[config.mk]
export PLATFORM = sky130hd
export DESIGN_NAME = vinsn_sequencer
export DESIGN_NICKNAME = d
export VERILOG_FILES = /design/src/source/seq_isa_pkg.sv /design/src/source/seq_core_pkg.sv /design/src/source/vinsn_decoder.sv /design/src/source/hazard_tracker.sv /design/src/source/vinsn_issue.sv /design/src/source/vinsn_completion.sv /design/src/source/vinsn_sequencer.sv
export VERILOG_INCLUDE_DIRS = /design/src /design/src/source
export SDC_FILE = /design/constraint.sdc
export NUM_CORES = 1
export LEC_CHECK = 0
export ABC_CLOCK_PERIOD_IN_PS = 5850
export BUFFER_PORTS_ARGS = -buffer_cell sky130_fd_sc_hd__buf_4
export CAP_MARGIN = 40
export CORE_ASPECT_RATIO = 0.75
export CORE_MARGIN = 3
export CORE_UTILIZATION = 32
export CTS_BUF_LIST = sky130_fd_sc_hd__clkbuf_4 sky130_fd_sc_hd__clkbuf_8 sky130_fd_sc_hd__clkbuf_16
export DETAILED_ROUTE_END_ITERATION = 6
export GPL_TIMING_DRIVEN = 0
export PLACE_DENSITY = 0.57
export RECOVER_POWER = 100
export SYNTH_ARGS = -nofsm -noshare
export SYNTH_HDL_FRONTEND = slang
export SYNTH_HIERARCHICAL = 1
export SYNTH_SLANG_ARGS = --single-unit
[constraint.sdc]
create_clock -name clk_i -period 5.85 [get_ports clk_i]
set_input_delay 1.17 -clock clk_i [delete_from_list [all_inputs] [get_ports clk_i]]
set_output_delay 1.17 -clock clk_i [all_outputs]
set_load 0.05 [all_outputs]
[src/source/seq_config.svh]
// Sequencer sizing macros: instruction IDs, vector registers and unit queue depths

`ifndef SEQ_CONFIG_SVH
`define SEQ_CONFIG_SVH

// Instructions in flight, one ID each
`define SEQ_NR_VINSN 8

// Architectural vector registers
`define SEQ_NR_VREGS 32

// Per-unit instruction queue depths
`define SEQ_ALU_DEPTH   2
`define SEQ_MUL_DEPTH   2
`define SEQ_LOAD_DEPTH  1
`define SEQ_STORE_DEPTH 1
`define SEQ_SLIDE_DEPTH 1

`endif

[src/source/seq_isa_pkg.sv]
// Vector instruction set types: operation encoding, register index and slide check

`include "seq_config.svh"

package seq_isa_pkg;

  ////////////////////////////////////////////////////////////////////////////
  // Operations
  ////////////////////////////////////////////////////////////////////////////

  // Decoded vector operations, grouped by target unit
  typedef enum logic [3:0] {
    VADD,
    VSUB,
    VAND,
    VMUL,
    VMACC,
    VLE,
    VSE,
    VSLIDEUP,
    VSLIDEDOWN
  } vop_e;

  // Vector register index
  typedef logic [$clog2(`SEQ_NR_VREGS)-1:0] vreg_t;

  // Slides move data across elements and cannot be chained
  function automatic logic is_slide(vop_e op);
    return (op == VSLIDEUP) || (op == VSLIDEDOWN);
  endfunction

endpackage

[src/source/seq_core_pkg.sv]
// Sequencer bookkeeping types: instruction ID, ID mask, unit enum, unit mask, queue counter

`include "seq_config.svh"

package seq_core_pkg;

  ////////////////////////////////////////////////////////////////////////////
  // Instruction IDs
  ////////////////////////////////////////////////////////////////////////////

  // ID handed to each accepted instruction
  typedef logic [$clog2(`SEQ_NR_VINSN)-1:0] vid_t;

  // One bit per ID
  // Running set, hazard mask and done pulses all share this shape
  typedef logic [`SEQ_NR_VINSN-1:0] vid_mask_t;

  ////////////////////////////////////////////////////////////////////////////
  // Execution units
  ////////////////////////////////////////////////////////////////////////////

  localparam int unsigned NrUnits = 5;

  // Enum value doubles as the bit position in unit_mask_t
  typedef enum logic [2:0] {
    UNIT_ALU,
    UNIT_MUL,
    UNIT_LOAD,
    UNIT_STORE,
    UNIT_SLIDE
  } unit_e;

  // One bit per unit
  typedef logic [NrUnits-1:0] unit_mask_t;

  // Instructions held by one unit, up to the deepest queue
  typedef logic [1:0] qcnt_t;

endpackage

[src/source/vinsn_decoder.sv]
// Operation decoder: target unit, unit mask and register read/write sets

module vinsn_decoder
  import seq_isa_pkg::*;
  import seq_core_pkg::*;
(
  input  vop_e       op_i,
  input  logic       use_vs1_i,
  input  logic       use_vs2_i,
  input  logic       use_vd_i,
  output unit_e      unit_o,
  output unit_mask_t unit_mask_o,
  output logic       rd_vs1_o,
  output logic       rd_vs2_o,
  output logic       rd_vd_o,
  output logic       wr_vd_o
);

  ////////////////////////////////////////////////////////////////////////////
  // Unit selection
  ////////////////////////////////////////////////////////////////////////////

  always_comb begin
    unit_o = UNIT_ALU;
    case (op_i)
      VADD, VSUB, VAND: unit_o = UNIT_ALU;
      VMUL, VMACC:      unit_o = UNIT_MUL;
      VLE:              unit_o = UNIT_LOAD;
      VSE:              unit_o = UNIT_STORE;
      VSLIDEUP, VSLIDEDOWN: begin
        unit_o = UNIT_SLIDE;
      end
      // Unused encodings fall back to the ALU
      default:          unit_o = UNIT_ALU;
    endcase
  end

  // Single target per operation
  assign unit_mask_o = unit_mask_t'(1) << unit_o;

  ////////////////////////////////////////////////////////////////////////////
  // Register use
  ////////////////////////////////////////////////////////////////////////////

  // Sources are read whenever flagged
  assign rd_vs1_o = use_vs1_i;
  assign rd_vs2_o = use_vs2_i;

  // Store data and the accumulator come from vd
  assign rd_vd_o = use_vd_i & ((op_i == VSE) | (op_i == VMACC));

  // Everything but a store writes its destination
  assign wr_vd_o = use_vd_i & (op_i != VSE);

endmodule

[src/source/hazard_tracker.sv]
// Per-register reader/writer lists and hazard mask of the incoming instruction

`include "seq_config.svh"

module hazard_tracker
  import seq_isa_pkg::*;
  import seq_core_pkg::*;
(
  input  logic      clk_i,
  input  logic      rst_ni,
  input  vreg_t     vs1_i,
  input  vreg_t     vs2_i,
  input  vreg_t     vd_i,
  input  logic      rd_vs1_i,
  input  logic      rd_vs2_i,
  input  logic      rd_vd_i,
  input  logic      wr_vd_i,
  input  logic      accept_i,
  input  vid_t      accept_id_i,
  input  vid_mask_t running_i,
  output vid_mask_t hazard_o
);

  ////////////////////////////////////////////////////////////////////////////
  // Access lists
  ////////////////////////////////////////////////////////////////////////////

  // Last reader and last writer of each register
  vid_t                     rd_vid_q [`SEQ_NR_VREGS];
  vid_t                     wr_vid_q [`SEQ_NR_VREGS];
  logic [`SEQ_NR_VREGS-1:0] rd_vld_q, rd_vld_d;
  logic [`SEQ_NR_VREGS-1:0] wr_vld_q, wr_vld_d;
  // Entries whose ID is still running
  logic [`SEQ_NR_VREGS-1:0] rd_live;
  logic [`SEQ_NR_VREGS-1:0] wr_live;

  // Entry dies as soon as its ID drops out of the running set
  for (genvar r = 0; r < `SEQ_NR_VREGS; r++) begin : gen_live
    assign rd_live[r] = rd_vld_q[r] & running_i[rd_vid_q[r]];
    assign wr_live[r] = wr_vld_q[r] & running_i[wr_vid_q[r]];
  end

  ////////////////////////////////////////////////////////////////////////////
  // Hazard mask
  ////////////////////////////////////////////////////////////////////////////

  always_comb begin
    hazard_o = '0;
    // RAW on each source, vd included when it is read
    if (rd_vs1_i && wr_live[vs1_i]) hazard_o[wr_vid_q[vs1_i]] = 1'b1;
    if (rd_vs2_i && wr_live[vs2_i]) hazard_o[wr_vid_q[vs2_i]] = 1'b1;
    if (rd_vd_i && wr_live[vd_i]) hazard_o[wr_vid_q[vd_i]] = 1'b1;
    // WAR and WAW on the destination
    if (wr_vd_i) begin
      if (rd_live[vd_i]) hazard_o[rd_vid_q[vd_i]] = 1'b1;
      if (wr_live[vd_i]) hazard_o[wr_vid_q[vd_i]] = 1'b1;
    end
  end

  ////////////////////////////////////////////////////////////////////////////
  // List update
  ////////////////////////////////////////////////////////////////////////////

  // Drop dead entries, then record the accepted instruction
  always_comb begin
    rd_vld_d = rd_live;
    wr_vld_d = wr_live;
    if (accept_i) begin
      if (rd_vs1_i) rd_vld_d[vs1_i] = 1'b1;
      if (rd_vs2_i) rd_vld_d[vs2_i] = 1'b1;
      if (rd_vd_i) rd_vld_d[vd_i] = 1'b1;
      if (wr_vd_i) wr_vld_d[vd_i] = 1'b1;
    end
  end

  always_ff @(posedge clk_i or negedge rst_ni) begin
    if (!rst_ni) begin
      rd_vld_q <= '0;
      wr_vld_q <= '0;
    end else begin
      rd_vld_q <= rd_vld_d;
      wr_vld_q <= wr_vld_d;
    end
  end

  // IDs only matter while the matching valid bit is set
  always_ff @(posedge clk_i) begin
    if (accept_i) begin
      if (rd_vs1_i) rd_vid_q[vs1_i] <= accept_id_i;
      if (rd_vs2_i) rd_vid_q[vs2_i] <= accept_id_i;
      if (rd_vd_i) rd_vid_q[vd_i] <= accept_id_i;
      if (wr_vd_i) wr_vid_q[vd_i] <= accept_id_i;
    end
  end

endmodule

[src/source/vinsn_issue.sv]
// Issue stage: free ID selection, stall decision, held unit request and dispatcher ready

`include "seq_config.svh"

module vinsn_issue
  import seq_isa_pkg::*;
  import seq_core_pkg::*;
(
  input  logic       clk_i,
  input  logic       rst_ni,
  // Dispatcher handshake
  input  logic       req_valid_i,
  output logic       req_ready_o,
  input  vop_e       op_i,
  // From decode, hazard tracking and completion
  input  unit_e      unit_i,
  input  vid_mask_t  hazard_i,
  input  vid_mask_t  running_i,
  input  unit_mask_t unit_ready_i,
  input  unit_mask_t unit_mask_i,
  // Accept strobe towards the lists and counters
  output logic       accept_o,
  output vid_t       accept_id_o,
  // Unit request
  output logic       pe_req_valid_o,
  input  logic       pe_req_ready_i,
  output vid_t       pe_req_id_o,
  output vop_e       pe_req_op_o,
  output unit_e      pe_req_unit_o,
  output vid_mask_t  pe_req_hazard_o
);

  ////////////////////////////////////////////////////////////////////////////
  // ID selection
  ////////////////////////////////////////////////////////////////////////////

  vid_t free_id;
  logic id_free;

  // Scan downwards so the lowest free ID wins
  always_comb begin
    free_id = '0;
    id_free = 1'b0;
    for (int i = `SEQ_NR_VINSN - 1; i >= 0; i--) begin
      if (!running_i[i]) begin
        free_id = vid_t'(i);
        id_free = 1'b1;
      end
    end
  end

  ////////////////////////////////////////////////////////////////////////////
  // Stall decision
  ////////////////////////////////////////////////////////////////////////////

  logic held_blocked;
  logic unit_ok;
  logic slide_stall;

  // Request on the unit side not yet taken
  assign held_blocked = pe_req_valid_o & ~pe_req_ready_i;

  // Every targeted unit has queue room
  assign unit_ok = ~|(unit_mask_i & ~unit_ready_i);

  // Slides wait for all their dependencies to retire
  assign slide_stall = is_slide(op_i) & (|hazard_i);

  assign req_ready_o = ~held_blocked & id_free & unit_ok & ~slide_stall;

  assign accept_o    = req_valid_i & req_ready_o;
  assign accept_id_o = free_id;

  ////////////////////////////////////////////////////////////////////////////
  // Unit request register
  ////////////////////////////////////////////////////////////////////////////

  // Valid drops once taken unless a new instruction replaces it
  always_ff @(posedge clk_i or negedge rst_ni) begin
    if (!rst_ni) begin
      pe_req_valid_o <= 1'b0;
    end else if (accept_o) begin
      pe_req_valid_o <= 1'b1;
    end else if (pe_req_ready_i) begin
      pe_req_valid_o <= 1'b0;
    end
  end

  // Fields load only on accept, so they hold while blocked
  always_ff @(posedge clk_i) begin
    if (accept_o) begin
      pe_req_id_o     <= free_id;
      pe_req_op_o     <= op_i;
      pe_req_unit_o   <= unit_i;
      pe_req_hazard_o <= hazard_i;
    end
  end

endmodule

[src/source/vinsn_completion.sv]
// Completion tracking: running ID set, per-unit queue counters, unit readiness, idle

`include "seq_config.svh"

module vinsn_completion
  import seq_core_pkg::*;
(
  input  logic                     clk_i,
  input  logic                     rst_ni,
  input  logic                     accept_i,
  input  vid_t                     accept_id_i,
  input  unit_mask_t               unit_mask_i,
  // One done mask per unit, indexed by unit_e
  input  vid_mask_t [NrUnits-1:0]  unit_done_i,
  output vid_mask_t                running_o,
  output unit_mask_t               unit_ready_o,
  output logic                     idle_o
);

  // Queue depth per unit, in unit_e order
  localparam int unsigned QueueDepth [NrUnits] = '{
    `SEQ_ALU_DEPTH,
    `SEQ_MUL_DEPTH,
    `SEQ_LOAD_DEPTH,
    `SEQ_STORE_DEPTH,
    `SEQ_SLIDE_DEPTH
  };

  ////////////////////////////////////////////////////////////////////////////
  // Running set
  ////////////////////////////////////////////////////////////////////////////

  vid_mask_t running_q;
  vid_mask_t done_any;

  // Any unit may retire any ID
  always_comb begin
    done_any = '0;
    for (int u = 0; u < NrUnits; u++) begin
      done_any |= unit_done_i[u];
    end
  end

  always_ff @(posedge clk_i or negedge rst_ni) begin
    if (!rst_ni) begin
      running_q <= '0;
    end else begin
      if (accept_i) running_q[accept_id_i] <= 1'b1;
      // Accepted ID is free, so it never collides with a done bit
      for (int i = 0; i < `SEQ_NR_VINSN; i++) begin
        if (done_any[i]) running_q[i] <= 1'b0;
      end
    end
  end

  assign running_o = running_q;
  assign idle_o    = ~|running_q;

  ////////////////////////////////////////////////////////////////////////////
  // Queue counters
  ////////////////////////////////////////////////////////////////////////////

  qcnt_t [NrUnits-1:0] cnt_q;

  for (genvar u = 0; u < NrUnits; u++) begin : gen_cnt
    logic up;
    logic down;

    assign up   = accept_i & unit_mask_i[u];
    assign down = |unit_done_i[u];

    // Issue and retire in one cycle cancel out
    always_ff @(posedge clk_i or negedge rst_ni) begin
      if (!rst_ni) begin
        cnt_q[u] <= '0;
      end else if (up && !down) begin
        cnt_q[u] <= cnt_q[u] + qcnt_t'(1);
      end else if (down && !up) begin
        cnt_q[u] <= cnt_q[u] - qcnt_t'(1);
      end
    end

    assign unit_ready_o[u] = cnt_q[u] < qcnt_t'(QueueDepth[u]);
  end

endmodule

[src/source/vinsn_sequencer.sv]
// Vector instruction sequencer top: decode, hazard tracking, issue and completion

module vinsn_sequencer
  import seq_isa_pkg::*;
  import seq_core_pkg::*;
(
  input  logic                    clk_i,
  input  logic                    rst_ni,
  // Dispatcher
  input  logic                    req_valid_i,
  output logic                    req_ready_o,
  input  vop_e                    req_op_i,
  input  vreg_t                   req_vs1_i,
  input  logic                    req_use_vs1_i,
  input  vreg_t                   req_vs2_i,
  input  logic                    req_use_vs2_i,
  input  vreg_t                   req_vd_i,
  input  logic                    req_use_vd_i,
  // Unit request
  output logic                    pe_req_valid_o,
  input  logic                    pe_req_ready_i,
  output vid_t                    pe_req_id_o,
  output vop_e                    pe_req_op_o,
  output unit_e                   pe_req_unit_o,
  output vid_mask_t               pe_req_hazard_o,
  // Completion
  input  vid_mask_t [NrUnits-1:0] unit_done_i,
  output logic                    idle_o
);

  unit_e      unit;
  unit_mask_t unit_mask;
  logic       rd_vs1, rd_vs2, rd_vd, wr_vd;
  vid_mask_t  hazard;
  vid_mask_t  running;
  unit_mask_t unit_ready;
  logic       accept;
  vid_t       accept_id;

  ////////////////////////////////////////////////////////////////////////////
  // Decode
  ////////////////////////////////////////////////////////////////////////////

  vinsn_decoder u_decoder (
    .op_i        (req_op_i),
    .use_vs1_i   (req_use_vs1_i),
    .use_vs2_i   (req_use_vs2_i),
    .use_vd_i    (req_use_vd_i),
    .unit_o      (unit),
    .unit_mask_o (unit_mask),
    .rd_vs1_o    (rd_vs1),
    .rd_vs2_o    (rd_vs2),
    .rd_vd_o     (rd_vd),
    .wr_vd_o     (wr_vd)
  );

  ////////////////////////////////////////////////////////////////////////////
  // Execute
  ////////////////////////////////////////////////////////////////////////////

  hazard_tracker u_hazard (
    .clk_i       (clk_i),
    .rst_ni      (rst_ni),
    .vs1_i       (req_vs1_i),
    .vs2_i       (req_vs2_i),
    .vd_i        (req_vd_i),
    .rd_vs1_i    (rd_vs1),
    .rd_vs2_i    (rd_vs2),
    .rd_vd_i     (rd_vd),
    .wr_vd_i     (wr_vd),
    .accept_i    (accept),
    .accept_id_i (accept_id),
    .running_i   (running),
    .hazard_o    (hazard)
  );

  vinsn_issue u_issue (
    .clk_i           (clk_i),
    .rst_ni          (rst_ni),
    .req_valid_i     (req_valid_i),
    .req_ready_o     (req_ready_o),
    .op_i            (req_op_i),
    .unit_i          (unit),
    .hazard_i        (hazard),
    .running_i       (running),
    .unit_ready_i    (unit_ready),
    .unit_mask_i     (unit_mask),
    .accept_o        (accept),
    .accept_id_o     (accept_id),
    .pe_req_valid_o  (pe_req_valid_o),
    .pe_req_ready_i  (pe_req_ready_i),
    .pe_req_id_o     (pe_req_id_o),
    .pe_req_op_o     (pe_req_op_o),
    .pe_req_unit_o   (pe_req_unit_o),
    .pe_req_hazard_o (pe_req_hazard_o)
  );

  ////////////////////////////////////////////////////////////////////////////
  // Result
  ////////////////////////////////////////////////////////////////////////////

  vinsn_completion u_completion (
    .clk_i        (clk_i),
    .rst_ni       (rst_ni),
    .accept_i     (accept),
    .accept_id_i  (accept_id),
    .unit_mask_i  (unit_mask),
    .unit_done_i  (unit_done_i),
    .running_o    (running),
    .unit_ready_o (unit_ready),
    .idle_o       (idle_o)
  );

endmodule

# == Word level (Yosys, flattened, before mapping) ==
# Memories as Yosys holds them, arrays and structs flattened.
# Index checks and enable logic that the tools add are counted.
# Widths: inputs -> output; s select.
# op_classes
bitwise,96
add_sub_neg,10
muxes,216
n_lt_le_gt_ge,85
reduce_logical,56
eq_ne,5
n_shift,1
# op_table
operator,n
$lt 3x4->1 const B,69
$mux 32,8
$bmux 1 s3,64
$or 32x32->32,4
$mux 1,106
$and 1x1->1,77
$or 8x8->8,9
$mux 8,8
$reduce_or 8->1,7
$reduce_bool 2->1,14
$mux 3,8
$logic_and 1x1->1,21
$bmux 1 s5,4
$mux 2,10
$lt 5x6->1 const B,3
$demux 1 s3,5
$demux 1 s5,3
$ge 3x1->1 const B,5
$ge 5x1->1 const B,3
$eq 4x3->1 const B,3
$logic_not 1->1,12
$add 2x1->2 const B,5
$sub 2x1->2 const B,5
$lt 2x1->1 const B,3
other kinds (10),13
# totals
reg_bits,101
wordCells,492
mem_bits_ro,48
mem_bits_rw,192
output_inout_bits,21
n_memories,3
# mem_list
name,depth,word_bits,rd,rd_ports_with_merged_regs,wr,line_no,rtl
u_hazard.rd_vid_q,32,3,33,0,3,hazard_tracker.sv:29,vid_t rd_vid_q [`SEQ_NR_VREGS];
u_hazard.wr_vid_q,32,3,35,0,1,hazard_tracker.sv:30,vid_t wr_vid_q [`SEQ_NR_VREGS];
(no name shown),16,3,1,0,0,vinsn_decoder.sv:25,case (op_i)

# == Longest topological paths before layout ==
# logic_depth
depth_word,29
ltp_mapped,21

# == Cells and area by module ==
# The synthesis kept the hierarchy.
# modules_own_cells
mod,area_each_um2,seq_area_each_um2,cells_each,n_inst
hazard_tracker,18401.4,7367.1,1602,1
vinsn_completion,1039.7,450.4,106,1
vinsn_issue,750.7,565.5,48,1
vinsn_decoder,192.7,0.0,27,1

# == Worst setup path before layout ==
# Ideal clock, no wire load.
# synth_timing
path_kind,input to register
start,in req_vs1_i[0]
end,"mem u_hazard/rd_vid_q[28][0] in the netlist's numbering, enable pin"
t_arrival_ps,6403
required_ps,5493
slack_ps,-911
setup_time_ps,357
cell_stages,14
cell_sequence,buf_2 > buf_1 > mux4_2 > a22o_1 > or4_1 > nand2_1 > o221ai_1 > nor4_1 > a22oi_1 > nor4_2 > and2_2 > clkbuf_1 > nand3_1 > o21ai_0
# synth_rtl
element,line_no,rtl
from (decl),vinsn_sequencer.sv:13,"input vreg_t req_vs1_i,"
to (decl),hazard_tracker.sv:29,

# == Worst setup path after layout ==
# layout_timing
start,in req_vd_i[2]
end,out req_ready_o
# layout_via
elab_chain_len,17
word_cells_on_any_way,29
cone_classes,order compare (4); mux (13); bitwise (6); reduce/logical (4); memory (2)
# layout_rtl
element,line_no,rtl
from (decl),vinsn_sequencer.sv:17,"input vreg_t req_vd_i,"
$mem_v2 32x3,-,
$lt 3x4->1 (not written as such) or $ge 3x1->1 (tied branches),"hazard_tracker.sv:52, hazard_tracker.sv:56",
$logic_and 1x1->1 (not written as such),"hazard_tracker.sv:52, hazard_tracker.sv:56",
$mux 1 (not written as such),"hazard_tracker.sv:52, hazard_tracker.sv:56",
$demux 1 s3,-,
$or 8x8->8 (no line),-,
$mux 8,hazard_tracker.sv:52,if (rd_vd_i && wr_live[vd_i]) hazard_o[wr_vid_q[vd_i]] = 1'b1;
$or 8x8->8 (no line),-,
(+2 left out),-,
$or 8x8->8 (no line),-,
$mux 8,hazard_tracker.sv:56,if (wr_live[vd_i]) hazard_o[wr_vid_q[vd_i]] = 1'b1;
$mux 8 (*),hazard_tracker.sv:54,if (wr_vd_i) begin
named net hazard[4],vinsn_sequencer.sv:34,vid_mask_t hazard;
$reduce_or 8->1 (*),vinsn_issue.sv:67,assign slide_stall = is_slide(op_i) & (|hazard_i);
$and 1x1->1 (*),vinsn_issue.sv:67,
$not 1->1 (*),vinsn_issue.sv:69,assign req_ready_o = ~held_blocked & id_free & unit_ok & ~slide_stall;
$and 1x1->1 (*),vinsn_issue.sv:69,
to (decl),vinsn_sequencer.sv:11,"output logic req_ready_o,"
# The timed path passes the listed nets; every way through them passes the cells marked *. The select of a mux whose other input is x is not followed.

==> impl_metrics.toml <==
[detailed_routing]
drt_iter0_drc = 3129
vias = 19861
viasPerCell = 6.820
dr.pass1.iters = 6
routed_wl_um = 112400
drc = 0
detail-route-antenna-nets = 0
detail_route.wl_per_cell_um = 38.59

[place]
dp_hpwl_um = 84630
place.gp.congestion = 1.060
dpl_worst_slack_ns = -2.517
portBuffers = 78

[die]
std_cell_rows = 79
ios = 87
die_h_um = 224.6
core_area_um2 = 62570
fp.dieW_um = 297.4
dieArea_um2 = 66800
start_util_pct = 32.58

[timing]
max_slew_margin_pct = -119.4
worst_pin_slew_ns = 3.286
finalHoldViolCount = 0
setup_viol = 14
fmaxAchievable_mhz = 167.4
worst_slack_ns = -0.1222
fin_crit_sh_pct = 102.1
finalSetupTns_ns = -0.5854
rsz0062_at_grt = "yes"
period_needed_ns = 5.972
worst_hold_slack_ns = 0.4876
maxSlewViolCount = 222
fin_worst_skew_ns = 0.04332

[synthesis]
synth_edf_count = 210
synth_top_flop_cell = "edfxtp_1"
synthArstFlopShare_pct = 28.33
ys_seq_area_share_pct = 41.12
syn-cell-area_um2 = 20380
ys_seq_elements = 293
avgSynthCellArea_um2 = 11.43
yosysUniqueCellTypes = 87
synthCells = 1783
synth_fp_nets = 1860
yosys_warnings = 6

[critical_path]
crit_path_start_kind = "primary input"
crit_type = "primary input to output pin"
cp_max_fo = 10
critPathCaptureType = "output pin"
worstPathArrival_ns = 4.80
critPathRequiredTime_ns = 4.68

[cts]
cts_htree_levels = 2
cts_sinks = 293
cts_buffer_depth = 3
root_buffer = "clkbuf_16"
cts_tree = "done"
holdBufCountCts = 0
path_clk_slew_ns = 0.06
cts_buffers = 34
clock_latency_ns = 0.57

[finish]
final_common_cell = "edfxtp_1"
syn2layout_area_growth_pct = 27.34
final_cell_mix = "210 x edfxtp_1, 160 x buf_4, 130 x mux2i_1"
nFillCells = 5947
layout-drive-gt1-share_pct = 35.73
final_nets = 2112

[pwr]
power.leakage_nw = 9.514
internal-power_w = 0.003916
pwr-share-comb_pct = 18.9
power.switching_w = 0.001646
ir_worst_vdd_v = 0.0001932
p_clk_share_pct = 39.2
seqPwrFrac_pct = 41.9
switching_share_pct = 29.59
power.density_nw_per_um2 = 214.3

[global_route]
grt_pass1_vias = 18531
antenna_found_initial = 7
grt_pass1_wl_um = 152400
grt-ovfl-total = 0
track_usage_pct = 32.57
grt_max_degree = 48

[job]
maxCapViolCount = 7

[hold_path]
hold_path_class = "flip-flop to flip-flop"

[outcome]
violations = "capacitance limit, slew limit, setup timing"
status = "complete, but fails checks"
## path summary, 6_finish.rpt
kind | start | to | slack (ns) | depth (start not counted)
worst max-delay path | req_vd_i[2] | req_ready_o | -0.12 | 17
worst min-delay path | u_completion/cnt_q[6] | u_completion/cnt_q[6] | 0.49 | 1
worst max register to register | u_completion/running_o[3] | u_hazard/rd_vid_q[19][2] | -0.08 | 20
worst min register to register | u_completion/cnt_q[6] | u_completion/cnt_q[6] | 0.49 | 1
max in group asynchronous | rst_ni | u_hazard/wr_vld_q[16] | 0.43 | 2
min in group asynchronous | rst_ni | u_hazard/rd_vld_q[7] | 1.30 | 1
## logic make-up after synthesis
kind of cell / after synthesis / synth area share, %
and+or+nand+nor: 598 / 15.57
muxes: 335 / 25.48
AOI/OAI and AO/OA: 342 / 12.58
xor gates and xnor gates: 12 / 0.5156
buffers and inverters: 192 / 4.057
DFF: 293 / 41.12
adders and majority gates: 11 / 0.6752
## through the flow
stage	total power, W	util (%)	instance area [um^2]	std cells
2_1_floorplan	0.002865	-	20400	1783
3_3_place_gp	0.003194	35.24	22050	2711
3_5_place_dp	0.003223	36.38	22760	2766
4_1_cts	0.005519	40.18	25140	2866
5_1_grt	0.005711	41.48	25950	2910
6_report	0.005562	41.49	25960	2912
## cell type report
type                       instances  area (um^2)  share of cell area [%]
multi-input combinational       1299        12430                   47.88
timing repair buffer             222         1723                   6.637
clock inverter                    16        133.9                  0.5157
tap                              850         1064                   4.097
clock buffer                      45        963.4                   3.711
antenna                            2        5.005                 0.01928
buffer                           151         1111                   4.280
inverter                          34        132.6                  0.5109
sequential                       293         8397                   32.35
## power groups by stage
stage	logic (W)	clock network, W	registers (W)
after global placement	0.000824	0	0.00237
final	0.00105	0.00218	0.00233
after detailed placement	0.000849	0	0.00237
after floorplan	0.000418	0	0.00245
after global routing	0.00108	0.00229	0.00234
after CTS	0.000973	0.00222	0.00233
## flip-flops by register name (all words and copies together), names as in the netlist
register and count:
u_hazard/rd_vld_q 32, u_hazard/rd_vid_q 96, u_issue/pe_req_valid_o 1, u_issue/pe_req_id_o 3, u_hazard/wr_vid_q 96, u_completion/cnt_q 10
u_hazard/wr_vld_q 32, u_completion/running_o 8, u_issue/pe_req_hazard_o 8, u_issue/pe_req_unit_o 3, u_issue/pe_req_op_o 4
## synth_stat cells (all sizes together) (10+ instances only)
cell type  number  area [um^2]
buf            58        315.3
nand2b         53        331.6
o32ai          10        87.58
o21ai          56        280.3
edfxtp        210         6306
o22ai          35        219.0
a211oi         14        105.1
clkbuf        100        384.1
a31oi          11        68.82
nor4           15        106.4
and2           14        88.84
ha             11        137.6
or4            25        187.7
o211ai         10        75.07
nor2b          22        137.6
nand4          19        118.9
a22o           15        131.4
a32oi          16        140.1
a22oi          29        217.7
nor2          121        454.2
nor3           46        230.2
a21oi          15        75.07
nor3b          16        120.1
nand3          48        240.2
inv            32        120.1
mux2           43        484.2
nand2         123        461.7
or2            34        212.7
o221ai         44        385.4
mux4          138         3164
dfrtp          83         2077
o2111ai        11        96.34
mux2i         154         1545
nand3b         25        187.7
## layer usage
layer  wire length (um)  vias up  track usage (%)
met5                211        -            1.331
met3              18760      304            15.23
li1                   -     7620                -
met2              43290     1785            43.22
met4               4969       10            11.66
met1              45150    10142            45.82
## worst max-delay path, stage by stage
cell,delay (ns)
buf_4,0.14
buf_4,0.28
nand2_2,0.23
or3_1,0.36
a41oi_1,0.22
a2111oi_0,0.10
buf_2,0.19
o22ai_4,0.24
nor4_4,0.08
buf_4,0.20
a32oi_2,0.25
o221ai_4,0.16
nor4_1,0.35
buf_2,0.23
a22oi_2,0.12
nor4_4,0.25
buf_6,0.21
## repair_timing
action,4_1_cts,5_1_grt
cloned,1,0
buffers inserted,40,54
setup endpoints to repair,293,233
resized for setup,240,224
pin swaps,15,43
Power figures use the tool's default switching activity.
